### src/hdl/pyonpyon_pkg.sv
`default_nettype none

package pyonpyon_pkg;

  // --------------------
  // widths
  // --------------------
  localparam int digit_w   = 4;  // one bcd digit
  localparam int seg_w     = 7;  // one active-low seven-segment code
  localparam int box_count = 33; // boxes per race
  localparam int preview_w = 8;  // upcoming boxes on box_leds
  localparam int div_w     = 8;  // rate divider width
  localparam int speed_w   = 2;  // cpu speed selector

  // --------------------
  // race setup
  // --------------------
  // 0 = left box, 1 = right box, bit 0 is the first box
  localparam logic [box_count-1:0] box_pattern =
    33'b0_1101_0001_0101_1101_1001_0110_1000_1001;

  localparam logic [digit_w-1:0] start_tens = digit_w'(3); // score starts at 33
  localparam logic [digit_w-1:0] start_ones = digit_w'(3);
  localparam logic [digit_w-1:0] digit_nine = digit_w'(9); // top bcd value

  // --------------------
  // rate reloads
  // --------------------
  // simulation-scale counts, tick period is reload + 1 cycles
  localparam logic [div_w-1:0] cpu_reload_easy    = div_w'(59);
  localparam logic [div_w-1:0] cpu_reload_medium  = div_w'(44);
  localparam logic [div_w-1:0] cpu_reload_hard    = div_w'(29);
  localparam logic [div_w-1:0] cpu_reload_extreme = div_w'(17);

  localparam logic [div_w-1:0] timer_reload = div_w'(89); // one timer count per 90 cycles

  // speed selector codes
  localparam logic [speed_w-1:0] speed_easy    = 2'b00;
  localparam logic [speed_w-1:0] speed_medium  = 2'b01;
  localparam logic [speed_w-1:0] speed_hard    = 2'b10;
  localparam logic [speed_w-1:0] speed_extreme = 2'b11;

endpackage

`default_nettype wire

### src/hdl/race_if.sv
`timescale 1ns/1ns
`default_nettype none

interface race_if
  import pyonpyon_pkg::*;
();

  logic [digit_w-1:0] player_tens;  // player score, counts down
  logic [digit_w-1:0] player_ones;
  logic [digit_w-1:0] cpu_tens;     // cpu score, counts down
  logic [digit_w-1:0] cpu_ones;
  logic [digit_w-1:0] time_tens;    // game timer, counts up
  logic [digit_w-1:0] time_ones;
  logic               player_done;  // player reached 00
  logic               game_over;    // either racer reached 00

  modport execute (
    output player_tens, player_ones, cpu_tens, cpu_ones,
    output time_tens, time_ones, player_done, game_over
  );

  modport result (
    input player_tens, player_ones, cpu_tens, cpu_ones,
    input time_tens, time_ones, player_done, game_over
  );

endinterface

`default_nettype wire

### src/hdl/move_decode.sv
`timescale 1ns/1ns
`default_nettype none

module move_decode
  import pyonpyon_pkg::*;
(
  input  logic                 clk,
  input  logic                 reset,
  input  logic                 new_game,   // reload the box sequence
  input  logic                 run,        // race running
  input  logic                 game_over,  // race finished, moves ignored
  input  logic                 left_key,
  input  logic                 right_key,
  output logic                 step,       // one-cycle strobe per correct move
  output logic                 box_cue,    // level of the current box
  output logic                 cue_left,
  output logic                 cue_right,
  output logic [preview_w-1:0] box_leds    // upcoming boxes
);

  logic [box_count-1:0] box_reg;     // remaining boxes, bit 0 is current
  logic                 match;       // switch for current box is up
  logic                 match_prev;  // match as seen on last edge

  // --------------------
  // switch match
  // --------------------
  assign box_cue   = box_reg[0];
  assign cue_right = box_reg[0];   // right box lights the right cue
  assign cue_left  = ~box_reg[0];
  assign box_leds  = box_reg[preview_w-1:0];

  assign match = box_reg[0] ? right_key : left_key;

  // rising edge of match only, a held switch gives one step
  assign step = match & ~match_prev & run & ~game_over;

  always_ff @(posedge clk or posedge reset) begin
    if (reset) begin
      match_prev <= 1'b0;
    end else begin
      match_prev <= match;  // tracked every cycle
    end
  end

  // --------------------
  // box shift register
  // --------------------
  always_ff @(posedge clk or posedge reset) begin
    if (reset) begin
      box_reg <= box_pattern;
    end else if (new_game) begin
      box_reg <= box_pattern;  // fresh race
    end else if (step) begin
      box_reg <= {1'b0, box_reg[box_count-1:1]};  // next box moves to bit 0
    end
  end

endmodule

`default_nettype wire

### src/hdl/race_execute.sv
`timescale 1ns/1ns
`default_nettype none

module race_execute
  import pyonpyon_pkg::*;
(
  input  logic               clk,
  input  logic               reset,
  input  logic               new_game,   // reload scores, timer and dividers
  input  logic               run,        // race running
  input  logic [speed_w-1:0] speed,      // cpu rate select
  input  logic               step,       // correct player move
  output logic               game_over,  // either racer finished
  race_if.execute            rs
);

  logic [digit_w-1:0] player_tens, player_ones;
  logic [digit_w-1:0] cpu_tens, cpu_ones;
  logic [digit_w-1:0] time_tens, time_ones;
  logic [2*digit_w-1:0] player_nxt, cpu_nxt, time_nxt;
  logic player_done, cpu_done;

  logic               count_en;      // race clock gate
  logic [div_w-1:0]   speed_reload;  // reload for the selected speed
  logic [div_w-1:0]   cpu_div;
  logic [div_w-1:0]   cpu_cur;       // divider value seen this cycle
  logic               div_fresh;     // divider not yet started, follows speed
  logic               cpu_tick;
  logic [div_w-1:0]   tmr_div;
  logic               tmr_tick;

  // bcd countdown that stops at 00
  function automatic logic [2*digit_w-1:0] bcd_down(input logic [digit_w-1:0] tens,
                                                    input logic [digit_w-1:0] ones);
    if (ones != '0) begin
      bcd_down = {tens, ones - 1'b1};
    end else if (tens != '0) begin
      bcd_down = {tens - 1'b1, digit_nine};  // borrow, x0 -> (x-1)9
    end else begin
      bcd_down = '0;
    end
  endfunction

  // bcd count up, 99 wraps to 00
  function automatic logic [2*digit_w-1:0] bcd_up(input logic [digit_w-1:0] tens,
                                                  input logic [digit_w-1:0] ones);
    if (ones != digit_nine) begin
      bcd_up = {tens, ones + 1'b1};
    end else if (tens != digit_nine) begin
      bcd_up = {tens + 1'b1, {digit_w{1'b0}}};
    end else begin
      bcd_up = '0;
    end
  endfunction

  function automatic logic [div_w-1:0] reload_of(input logic [speed_w-1:0] sel);
    case (sel)
      speed_easy:   reload_of = cpu_reload_easy;
      speed_medium: reload_of = cpu_reload_medium;
      speed_hard:   reload_of = cpu_reload_hard;
      default:      reload_of = cpu_reload_extreme;
    endcase
  endfunction

  assign game_over = player_done | cpu_done;
  assign count_en  = run & ~game_over;

  // --------------------
  // rate dividers
  // --------------------
  assign speed_reload = reload_of(speed);
  assign cpu_cur      = div_fresh ? speed_reload : cpu_div;
  assign cpu_tick     = count_en & (cpu_cur == '0);
  assign tmr_tick     = count_en & (tmr_div == '0);

  always_ff @(posedge clk or posedge reset) begin
    if (reset) begin
      cpu_div   <= '0;
      div_fresh <= 1'b1;
      tmr_div   <= timer_reload;
    end else if (new_game) begin
      cpu_div   <= '0;
      div_fresh <= 1'b1;  // restart from whatever speed is picked
      tmr_div   <= timer_reload;
    end else if (count_en) begin
      div_fresh <= 1'b0;
      cpu_div   <= cpu_tick ? speed_reload : cpu_cur - 1'b1;  // reload uses speed right now
      tmr_div   <= tmr_tick ? timer_reload : tmr_div - 1'b1;
    end
  end

  // --------------------
  // scores and timer
  // --------------------
  always_comb begin
    player_nxt = step ? bcd_down(player_tens, player_ones) : {player_tens, player_ones};
    cpu_nxt    = cpu_tick ? bcd_down(cpu_tens, cpu_ones) : {cpu_tens, cpu_ones};
    time_nxt   = tmr_tick ? bcd_up(time_tens, time_ones) : {time_tens, time_ones};
  end

  always_ff @(posedge clk or posedge reset) begin
    if (reset) begin
      {player_tens, player_ones} <= {start_tens, start_ones};
      {cpu_tens, cpu_ones}       <= {start_tens, start_ones};
      {time_tens, time_ones}     <= '0;
      player_done                <= 1'b0;
      cpu_done                   <= 1'b0;
    end else if (new_game) begin
      {player_tens, player_ones} <= {start_tens, start_ones};
      {cpu_tens, cpu_ones}       <= {start_tens, start_ones};
      {time_tens, time_ones}     <= '0;
      player_done                <= 1'b0;
      cpu_done                   <= 1'b0;
    end else if (!game_over) begin  // everything freezes at the finish
      {player_tens, player_ones} <= player_nxt;
      {cpu_tens, cpu_ones}       <= cpu_nxt;
      {time_tens, time_ones}     <= time_nxt;
      player_done                <= (player_nxt == '0);  // both can land on one edge
      cpu_done                   <= (cpu_nxt == '0);
    end
  end

  assign rs.player_tens = player_tens;
  assign rs.player_ones = player_ones;
  assign rs.cpu_tens    = cpu_tens;
  assign rs.cpu_ones    = cpu_ones;
  assign rs.time_tens   = time_tens;
  assign rs.time_ones   = time_ones;
  assign rs.player_done = player_done;
  assign rs.game_over   = game_over;

endmodule

`default_nettype wire

### src/hdl/score_result.sv
`timescale 1ns/1ns
`default_nettype none

module score_result
  import pyonpyon_pkg::*;
(
  input  logic             clk,
  input  logic             reset,
  race_if.result           rs,
  output logic [seg_w-1:0] hex0,  // time ones
  output logic [seg_w-1:0] hex1,  // time tens
  output logic [seg_w-1:0] hex2,  // high score ones
  output logic [seg_w-1:0] hex3,  // high score tens
  output logic [seg_w-1:0] hex4,  // cpu ones
  output logic [seg_w-1:0] hex5,  // cpu tens
  output logic [seg_w-1:0] hex6,  // player ones
  output logic [seg_w-1:0] hex7   // player tens
);

  logic                 done_prev;  // player_done on last edge
  logic                 done_rise;
  logic [2*digit_w-1:0] best;       // lowest finishing time, 00 = none yet
  logic [2*digit_w-1:0] finish;     // timer as it froze

  // active-low segments gfedcba
  function automatic logic [seg_w-1:0] seg7(input logic [digit_w-1:0] digit);
    case (digit)
      4'd0:    seg7 = 7'b100_0000;
      4'd1:    seg7 = 7'b111_1001;
      4'd2:    seg7 = 7'b010_0100;
      4'd3:    seg7 = 7'b011_0000;
      4'd4:    seg7 = 7'b001_1001;
      4'd5:    seg7 = 7'b001_0010;
      4'd6:    seg7 = 7'b000_0010;
      4'd7:    seg7 = 7'b111_1000;
      4'd8:    seg7 = 7'b000_0000;
      4'd9:    seg7 = 7'b001_0000;
      default: seg7 = 7'b100_0000;  // not bcd, show 0
    endcase
  endfunction

  // --------------------
  // high score
  // --------------------
  assign finish    = {rs.time_tens, rs.time_ones};  // bcd order compares like binary
  assign done_rise = rs.player_done & ~done_prev;

  always_ff @(posedge clk or posedge reset) begin
    if (reset) begin
      done_prev <= 1'b0;
      best      <= '0;
    end else begin
      done_prev <= rs.player_done;
      if (done_rise && (best == '0 || finish < best)) begin
        best <= finish;  // kept across new games
      end
    end
  end

  // --------------------
  // display
  // --------------------
  assign hex0 = seg7(rs.time_ones);
  assign hex1 = seg7(rs.time_tens);
  assign hex2 = seg7(best[digit_w-1:0]);
  assign hex3 = seg7(best[2*digit_w-1:digit_w]);
  assign hex4 = seg7(rs.cpu_ones);
  assign hex5 = seg7(rs.cpu_tens);
  assign hex6 = seg7(rs.player_ones);
  assign hex7 = seg7(rs.player_tens);

endmodule

`default_nettype wire

### src/hdl/pyonpyon_top.sv
`timescale 1ns/1ns
`default_nettype none

module pyonpyon_top
  import pyonpyon_pkg::*;
(
  input  logic                 clk,
  input  logic                 reset,
  input  logic                 new_game,
  input  logic                 run,
  input  logic [speed_w-1:0]   speed,
  input  logic                 left_key,
  input  logic                 right_key,
  output logic [preview_w-1:0] box_leds,
  output logic                 cue_left,
  output logic                 cue_right,
  output logic [seg_w-1:0]     hex0, hex1, hex2, hex3,
  output logic [seg_w-1:0]     hex4, hex5, hex6, hex7
);

  logic step;       // correct move strobe
  logic game_over;  // race finished

  race_if rs ();  // race state, execute to result

  move_decode i_decode (
    .clk, .reset, .new_game, .run,
    .game_over,
    .left_key, .right_key,
    .step,
    .box_cue   (),  // same level as cue_right
    .cue_left, .cue_right, .box_leds
  );

  race_execute i_execute (
    .clk, .reset, .new_game, .run, .speed,
    .step,
    .game_over,
    .rs        (rs.execute)
  );

  score_result i_result (
    .clk, .reset,
    .rs        (rs.result),
    .hex0, .hex1, .hex2, .hex3,
    .hex4, .hex5, .hex6, .hex7
  );

endmodule

`default_nettype wire

### config.mk
export PLATFORM = sky130hd
export DESIGN_NAME = pyonpyon_top
export DESIGN_NICKNAME = d
export VERILOG_FILES = /design/src/hdl/pyonpyon_pkg.sv /design/src/hdl/race_if.sv /design/src/hdl/move_decode.sv /design/src/hdl/race_execute.sv /design/src/hdl/score_result.sv /design/src/hdl/pyonpyon_top.sv
export SDC_FILE = /design/constraint.sdc
export NUM_CORES = 1
export LEC_CHECK = 0
export BUFFER_PORTS_ARGS = -buffer_cell sky130_fd_sc_hd__buf_4
export CORE_UTILIZATION = 35
export CTS_CLUSTER_SIZE = 30
export DETAILED_ROUTE_END_ITERATION = 8
export MAX_ROUTING_LAYER = met4
export PLACE_DENSITY = 0.62
export SYNTH_ARGS = -nofsm -noshare
export SYNTH_HDL_FRONTEND = slang
export SYNTH_SLANG_ARGS = --single-unit
### constraint.sdc
create_clock -name clk -period 2.6 [get_ports clk]
set_clock_uncertainty 0.15 [all_clocks]
set_input_delay 0.13 -clock clk [delete_from_list [all_inputs] [get_ports clk]]
set_output_delay 0.13 -clock clk [all_outputs]
set_load 0.005 [all_outputs]
==> flow_summary.yaml, run 1 <==
critical_path:
  crit_type: "flip-flop to flip-flop"
  reg2reg_from: "i_execute.div_fresh"
  worstSetupEndpointType: "flip-flop"
  cpLargestDelayFamily: "flip-flops"
  path_max_fanout: 7
  worstRegToRegCells: 8
  crit_buf_inv: 0
  cpPeakStageDelay_ns: 0.62
  cp.required_ns: 2.68
  cp.arrival_ns: 2.61
  cp_common_cell: "mux2i_1"
  crit_path_start_kind: "flip-flop"
  cpMaxStageDelayCell: "dfstp_2"
  worstPathCellList: "mux2i_1 -> ha_2 -> o211ai_4 -> or3_4 -> nor2_4 -> nand3_1 -> mux2i_1 -> a41o_1"
  r2r_end: "i_execute.cpu_done"
  regToRegSetupSlack_ns: 0.08
place:
  port_buffers: 73
  dpl_cell_area_um2: 6620
  post-place-ws_ns: 0.0968
  dp_hpwl_um: 9220
  gp_congestion: 0.810
status:
  status: "completed"
route:
  routed_wl_um: 13100
  drc: 0
  wl_per_cell_um: 13.3
  num_vias: 4923
  first_iter_violations: 262
  first_pass_iters: 4
  antenna_left: 0
  via_per_inst: 5.01
sta:
  slew_headroom_pct: 56.6
  hold_ws_ns: 0.0193
  hold_violations: 0
  rsz0062_at_grt: "true"
  final-max-slew-violation-count: 0
  fin_crit_sh_pct: 97.1
  worst_pin_slew_ns: 0.651
  setup_ws_ns: 0.0763
  fmax_ghz: 0.396
  setup_viol: 0
  fin_crit_ns: 2.52
clock_tree:
  cts_made_buffers: 9
  cts.sinks: 85
  cts_buffer_depth: 2
  clk_pin_slew_ns: 0.06
  cts_root_buf: "clkbuf_16"
  cts_tree: "built"
  insertion_delay_ns: 0.35
  htree_levels: 3
flow_run:
  maxCapViolCount: 0
layout:
  final_core_util_pct: 43.7
  largest_reg_flops: 32
  n_antenna_cell: 0
  areaGrowthSynthToFinish_pct: 21.4
  num-fill-cells: 1587
  design_area_um2: 6970
  nNetsFinal: 817
  drive_above_1_share_pct: 22.1
global_routing:
  overflow: 0
  grtUsageTotal_pct: 16.6
  grt_pass1_vias: 4566
  grt_start_max_net_pins: 42
  grt_pass1_wl_um: 21800
  antenna_found_initial: 0
synthesis:
  yosysUniqueCellTypes: 62
  synth_area_um2: 5740
  synth_top_area_share_pct: 24.4
  synth_top_area_cell: "dfrtp_1"
  postSynthCellCount: 688
  synth_edf_count: 0
  syn-num-nets: 744
  ys_warn_count: 0
  synthArstFlopShare_pct: 100
  synth-seq-cells: 85
  synthTopCellsByArea: "dfrtp_1 24%, dfstp_2 13%, ha_1 10%"
  ys.flop_type: "dfrtp_1"
  synth.yosys.seq_area_share_pct: 37.7
  postSynthAreaPerCell_um2: 8.34
floorplan:
  dieArea_um2: 16900
  core_um2: 15900
  die_h_um: 130
  die_w_um: 130
  initial_core_util_pct: 36.0
  ioPinCount: 74
  rows: 46
worst_hold_path:
  whs_endpoint: "i_decode.match_prev"
  holdCritPathClass: "input port to flip-flop"
  hold_path.startpoint: "left_key"
  holdPathStages: 3
pwr:
  powerDensity_nw_per_um2: 463
  ir_drop_mv: 0.323
  p_leak_nw: 3.25
==> cell type report <==
type	instances	area [µm²]	area share, %
multi-input combinational	525	3290	47.2
sequential	85	2160	31.0
tap	216	270	3.88
inverter	36	136	1.96
clock inverter	5	60.1	0.862
clock buffer	11	243	3.48
timing repair buffer	104	808	11.6
==> worst reg2reg max path, stage by stage (launching register included) <==
cell	delay [ns]
dfstp_2	0.62
mux2i_1	0.27
ha_2	0.25
o211ai_4	0.12
or3_4	0.41
nor2_4	0.11
nand3_1	0.10
mux2i_1	0.16
a41o_1	0.24
==> power by group <==
group          leakage (nW)  internal [mW]  total [mW]  switching [mW]
clock network         0.134          0.770        1.31           0.535
logic                  2.04          0.206       0.471           0.265
registers              1.07           1.40        1.45          0.0501
==> synthesized netlist by cell type (all sizes together) (3+ instances only) <==
cell type    n
a211o        4
dfrtp       56
nor4b        4
o22ai        7
nor4         3
a31oi        3
clkbuf      25
a22oi        3
nor3        15
and2         3
nor2b        4
a211oi       7
nor3b        9
o211ai       8
o31ai        4
dfstp       29
nand2b      12
inv         36
buf         17
ha          48
a21oi       64
xor2         3
o22a         3
nand3       25
xnor2        9
nor2        84
and3        11
o21ai       32
nand2      110
mux2i       18
mux2         4
or3          5
==> cell usage in the layout (no fill, tap or decap), types with 7 or more instances in the layout <==
master	Yosys	routed
mux2i_1	17	17
ha_1	48	47
dfstp_2	29	29
inv_1	36	34
nor3b_1	8	7
nand3_1	25	25
xnor2_1	9	9
nor2_1	82	82
nand2_1	110	110
a21oi_1	63	62
o21ai_0	30	30
nand2b_1	12	12
o211ai_1	7	7
nor3_1	13	12
dfrtp_1	56	56
a211oi_1	7	7
buf_4	8	101
and3_1	11	11
o22ai_1	7	7
clkbuf_16	0	9
==> metal layers <==
layer | up-vias | global-route usage [%] | share of wire (%) | routed length [µm]
met3 | 14 | 4.10 | 3.5 | 455
met2 | 77 | 26.4 | 48 | 6300
met1 | 2330 | 20.9 | 47 | 6120
li1 | 2502 | - | - | -
met5 | - | - | 0 | 0
met4 | 0 | 4.65 | 1.3 | 176
==> worst max-delay path by stage <==
stage,cells past startpoint,slack [ns],startpoint,end
CTS,9,0.09,i_execute.div_fresh,i_execute.cpu_done
detailed placement,9,0.1,i_execute.div_fresh,i_execute.cpu_done
global placement,9,0.17,i_execute.div_fresh,i_execute.cpu_done
floorplan,11,0.01,i_execute.div_fresh,i_execute.cpu_done
global route,8,-0.02,i_execute.div_fresh,i_execute.cpu_done
finish,8,0.08,i_execute.div_fresh,i_execute.cpu_done
==> kinds of logic (layout without fill, tap and decap cells) <==
logic type	after synthesis	in the layout	share of synthesized area, %
muxes	22	22	3.99
DFF	85	85	37.7
xor gates and xnor gates	12	12	1.83
buffers and inverters	78	156	5.91
adders and majority gates	48	48	10.5
and+or+nand+nor	291	291	23.9
AOI/OAI and AO/OA	152	152	16.2
==> repair_timing <==
item / in CTS / in global routing
endpoints found under the hold margin: 26 / 0
resized for setup: 0 / 6
endpoints found under the setup margin: 0 / 4
hold buffers: 1 / 0
setup buffers: 0 / 0
==> through the flow <==
stage               instances  setup TNS (ns)  power (mW)
floorplan                 688               0        1.78
detailed placement        965               0        1.94
global route              982         -0.0159        3.39
finish                    982               0        3.22
global placement          965               0        1.94
CTS                       982               0        3.27
(Power assumes the default switching activity.)
==> run 2: changes to the inputs <==
Settings changed: RECOVER_POWER set to 100.
==> run 2 against run 1 <==
Flip-flop and latch count unchanged. Global-route usage unchanged. Sequential power about the same. The run now ends with max-capacitance violations, max-slew violations left. Count of clock-buffer cells in the layout unchanged. Wire length decreased by 0.45%. Non-clock buffer count unchanged. Critical path type unchanged. Clock power about the same. Cell area decreased by 0.59%. Highest routed layer unchanged. Largest cell class unchanged. Hold slack improved by 0.0023 ns. Die area unchanged.
==> flow_summary.yaml, run 2 (same netlist as run 1, synthesis figures left out) <==
floorplan:
  rows: 46
  die_w_um: 130
  core_um2: 15900
  initial_core_util_pct: 36.0
  ioPinCount: 74
  die_h_um: 130
  dieArea_um2: 16900
status:
  status: "finished, violations left"
  violations: "max-capacitance violations, max-slew violations"
pwr:
  powerDensity_nw_per_um2: 463
  ir_drop_mv: 0.327
  p_clk_share_pct: 40.7
  switching_share_pct: 26.5
  p_sw_uw: 850
  p_int_mw: 2.36
  p_leak_nw: 3.18
  power_frac_comb_pct: 14.4
  share_seq_of_total_power_pct: 45.0
global_routing:
  grt_pass1_wl_um: 21800
  grt_pass1_vias: 4566
  antenna_found_initial: 0
  grtUsageTotal_pct: 16.6
  grt_start_max_net_pins: 42
  overflow: 0
critical_path:
  cpMaxStageDelayCell: "dfstp_2"
  cpPeakStageDelay_ns: 0.62
  cp.arrival_ns: 2.60
  worstSetupEndpointType: "flip-flop"
  cp.required_ns: 2.68
  cp_common_cell: "mux2i_1"
  crit_path_start_kind: "flip-flop"
  path_max_fanout: 7
  worstPathCellList: "mux2i_1 -> ha_2 -> o211ai_4 -> or3_4 -> nor2_4 -> nand3_1 -> mux2i_1 -> a41o_1"
  crit_type: "flip-flop to flip-flop"
clock_tree:
  post_cts_buffers: 0
  cts_root_buf: "clkbuf_16"
  cts_tree: "built"
  insertion_delay_ns: 0.35
  cts_made_buffers: 9
  cts.sinks: 85
  htree_levels: 3
  cts_buffer_depth: 2
  clk_pin_slew_ns: 0.07
route:
  drc: 0
  wl_per_cell_um: 13.2
  first_pass_iters: 4
  num_vias: 4930
  routed_wl_um: 13000
  via_per_inst: 5.02
  antenna_left: 0
  first_iter_violations: 294
sta:
  fmax_ghz: 0.397
  tns_ns: 0
  fin_crit_ns: 2.52
  slew_headroom_pct: -10.9
  fin_crit_sh_pct: 96.9
  setup_viol: 0
  hold_violations: 0
  rsz0062_at_grt: "true"
  setup_ws_ns: 0.0808
  final-max-slew-violation-count: 35
  hold_ws_ns: 0.0216
  worst_pin_slew_ns: 1.65
layout:
  final_common_cell: "nand2_1"
  instances_no_fill: 982
  largest_reg_flops: 32
  layout_common_cells: "110 x nand2_1, 82 x nor2_1, 63 x a21oi_1"
  drive_above_1_share_pct: 20.1
  areaGrowthSynthToFinish_pct: 20.7
  nNetsFinal: 817
  n_antenna_cell: 0
flow_run:
  maxCapViolCount: 1
place:
  dp.cells: 965
  port_buffers: 73
  dp_hpwl_um: 9220
  gp_congestion: 0.810
  post-place-ws_ns: 0.0968
worst_hold_path:
  holdCritPathClass: "input port to flip-flop"
## run 2: cell count changes in the layout (fill, tap and decap cells not counted), moves of 2 or more
cell / change
buf_4: -58
clkbuf_1: +7
clkbuf_2: +2
clkbuf_4: +48
dfstp_1: +5
dfstp_2: -5
## run 2: timing repair
action                     CTS  global route
gates resized for setup      0             6
hold endpoints to repair    26             0
hold buffers                 1             0
setup endpoints to repair    0             4
## run 2: final timing paths
path | depth (start not counted) | to | start | slack [ns]
min | 3 | i_decode.match_prev | left_key | 0.02
min in group asynchronous | 3 | i_execute.rs.cpu_ones[3] | reset | 0.59
max | 8 | i_execute.cpu_done | i_execute.div_fresh | 0.08
max in group asynchronous | 4 | i_execute.rs.player_ones[1] | reset | 0.57
min reg2reg | 2 | i_decode.box_reg[31] | i_decode.box_reg[31] | 0.31
max reg2reg | 8 | i_execute.cpu_done | i_execute.div_fresh | 0.08
## run 2: stage by stage
step	instance area [µm²]	utilization (%)	power (mW)
global placement	6620	41.5	1.94
detailed placement	6620	41.5	1.94
finish	6930	43.4	3.21
floorplan	5760	-	1.78
global route	6930	43.4	3.38
CTS	6940	43.5	3.27
## run 2: worst max-delay path, delay by kind of cell (launching register included)
family	cells	cell delay [ns]
flops	1	0.62
simple gates	3	0.61
mux	2	0.42
compound gates	2	0.35
fa+ha+maj	1	0.25
## run 2: layer usage
metal  vias to the layer above  wire [µm]  track usage (%)
li1                       2500          -                -
met4                         0        157             4.65
met3                        12        445             4.10
met1                      2332       6130             20.9
met5                         -          0                -
met2                        86       6270             26.4
## run 2: power by group through the flow
stage	Combinational, mW	Clock, mW	Sequential [mW]
after floorplan	0.322	0	1.45
after global placement	0.471	0	1.47
after detailed placement	0.475	0	1.47
after CTS	0.477	1.35	1.44
after global routing	0.526	1.40	1.45
final	0.461	1.30	1.44
## run 2: cell type report
class	count	area, µm²
fillers	1599	9020
multi-input cells	525	3280
flip-flops and latches	85	2160
repair buffers	104	773
well taps	216	270
clock buffers	11	243
inverters	36	136
clock inverters	5	60.1
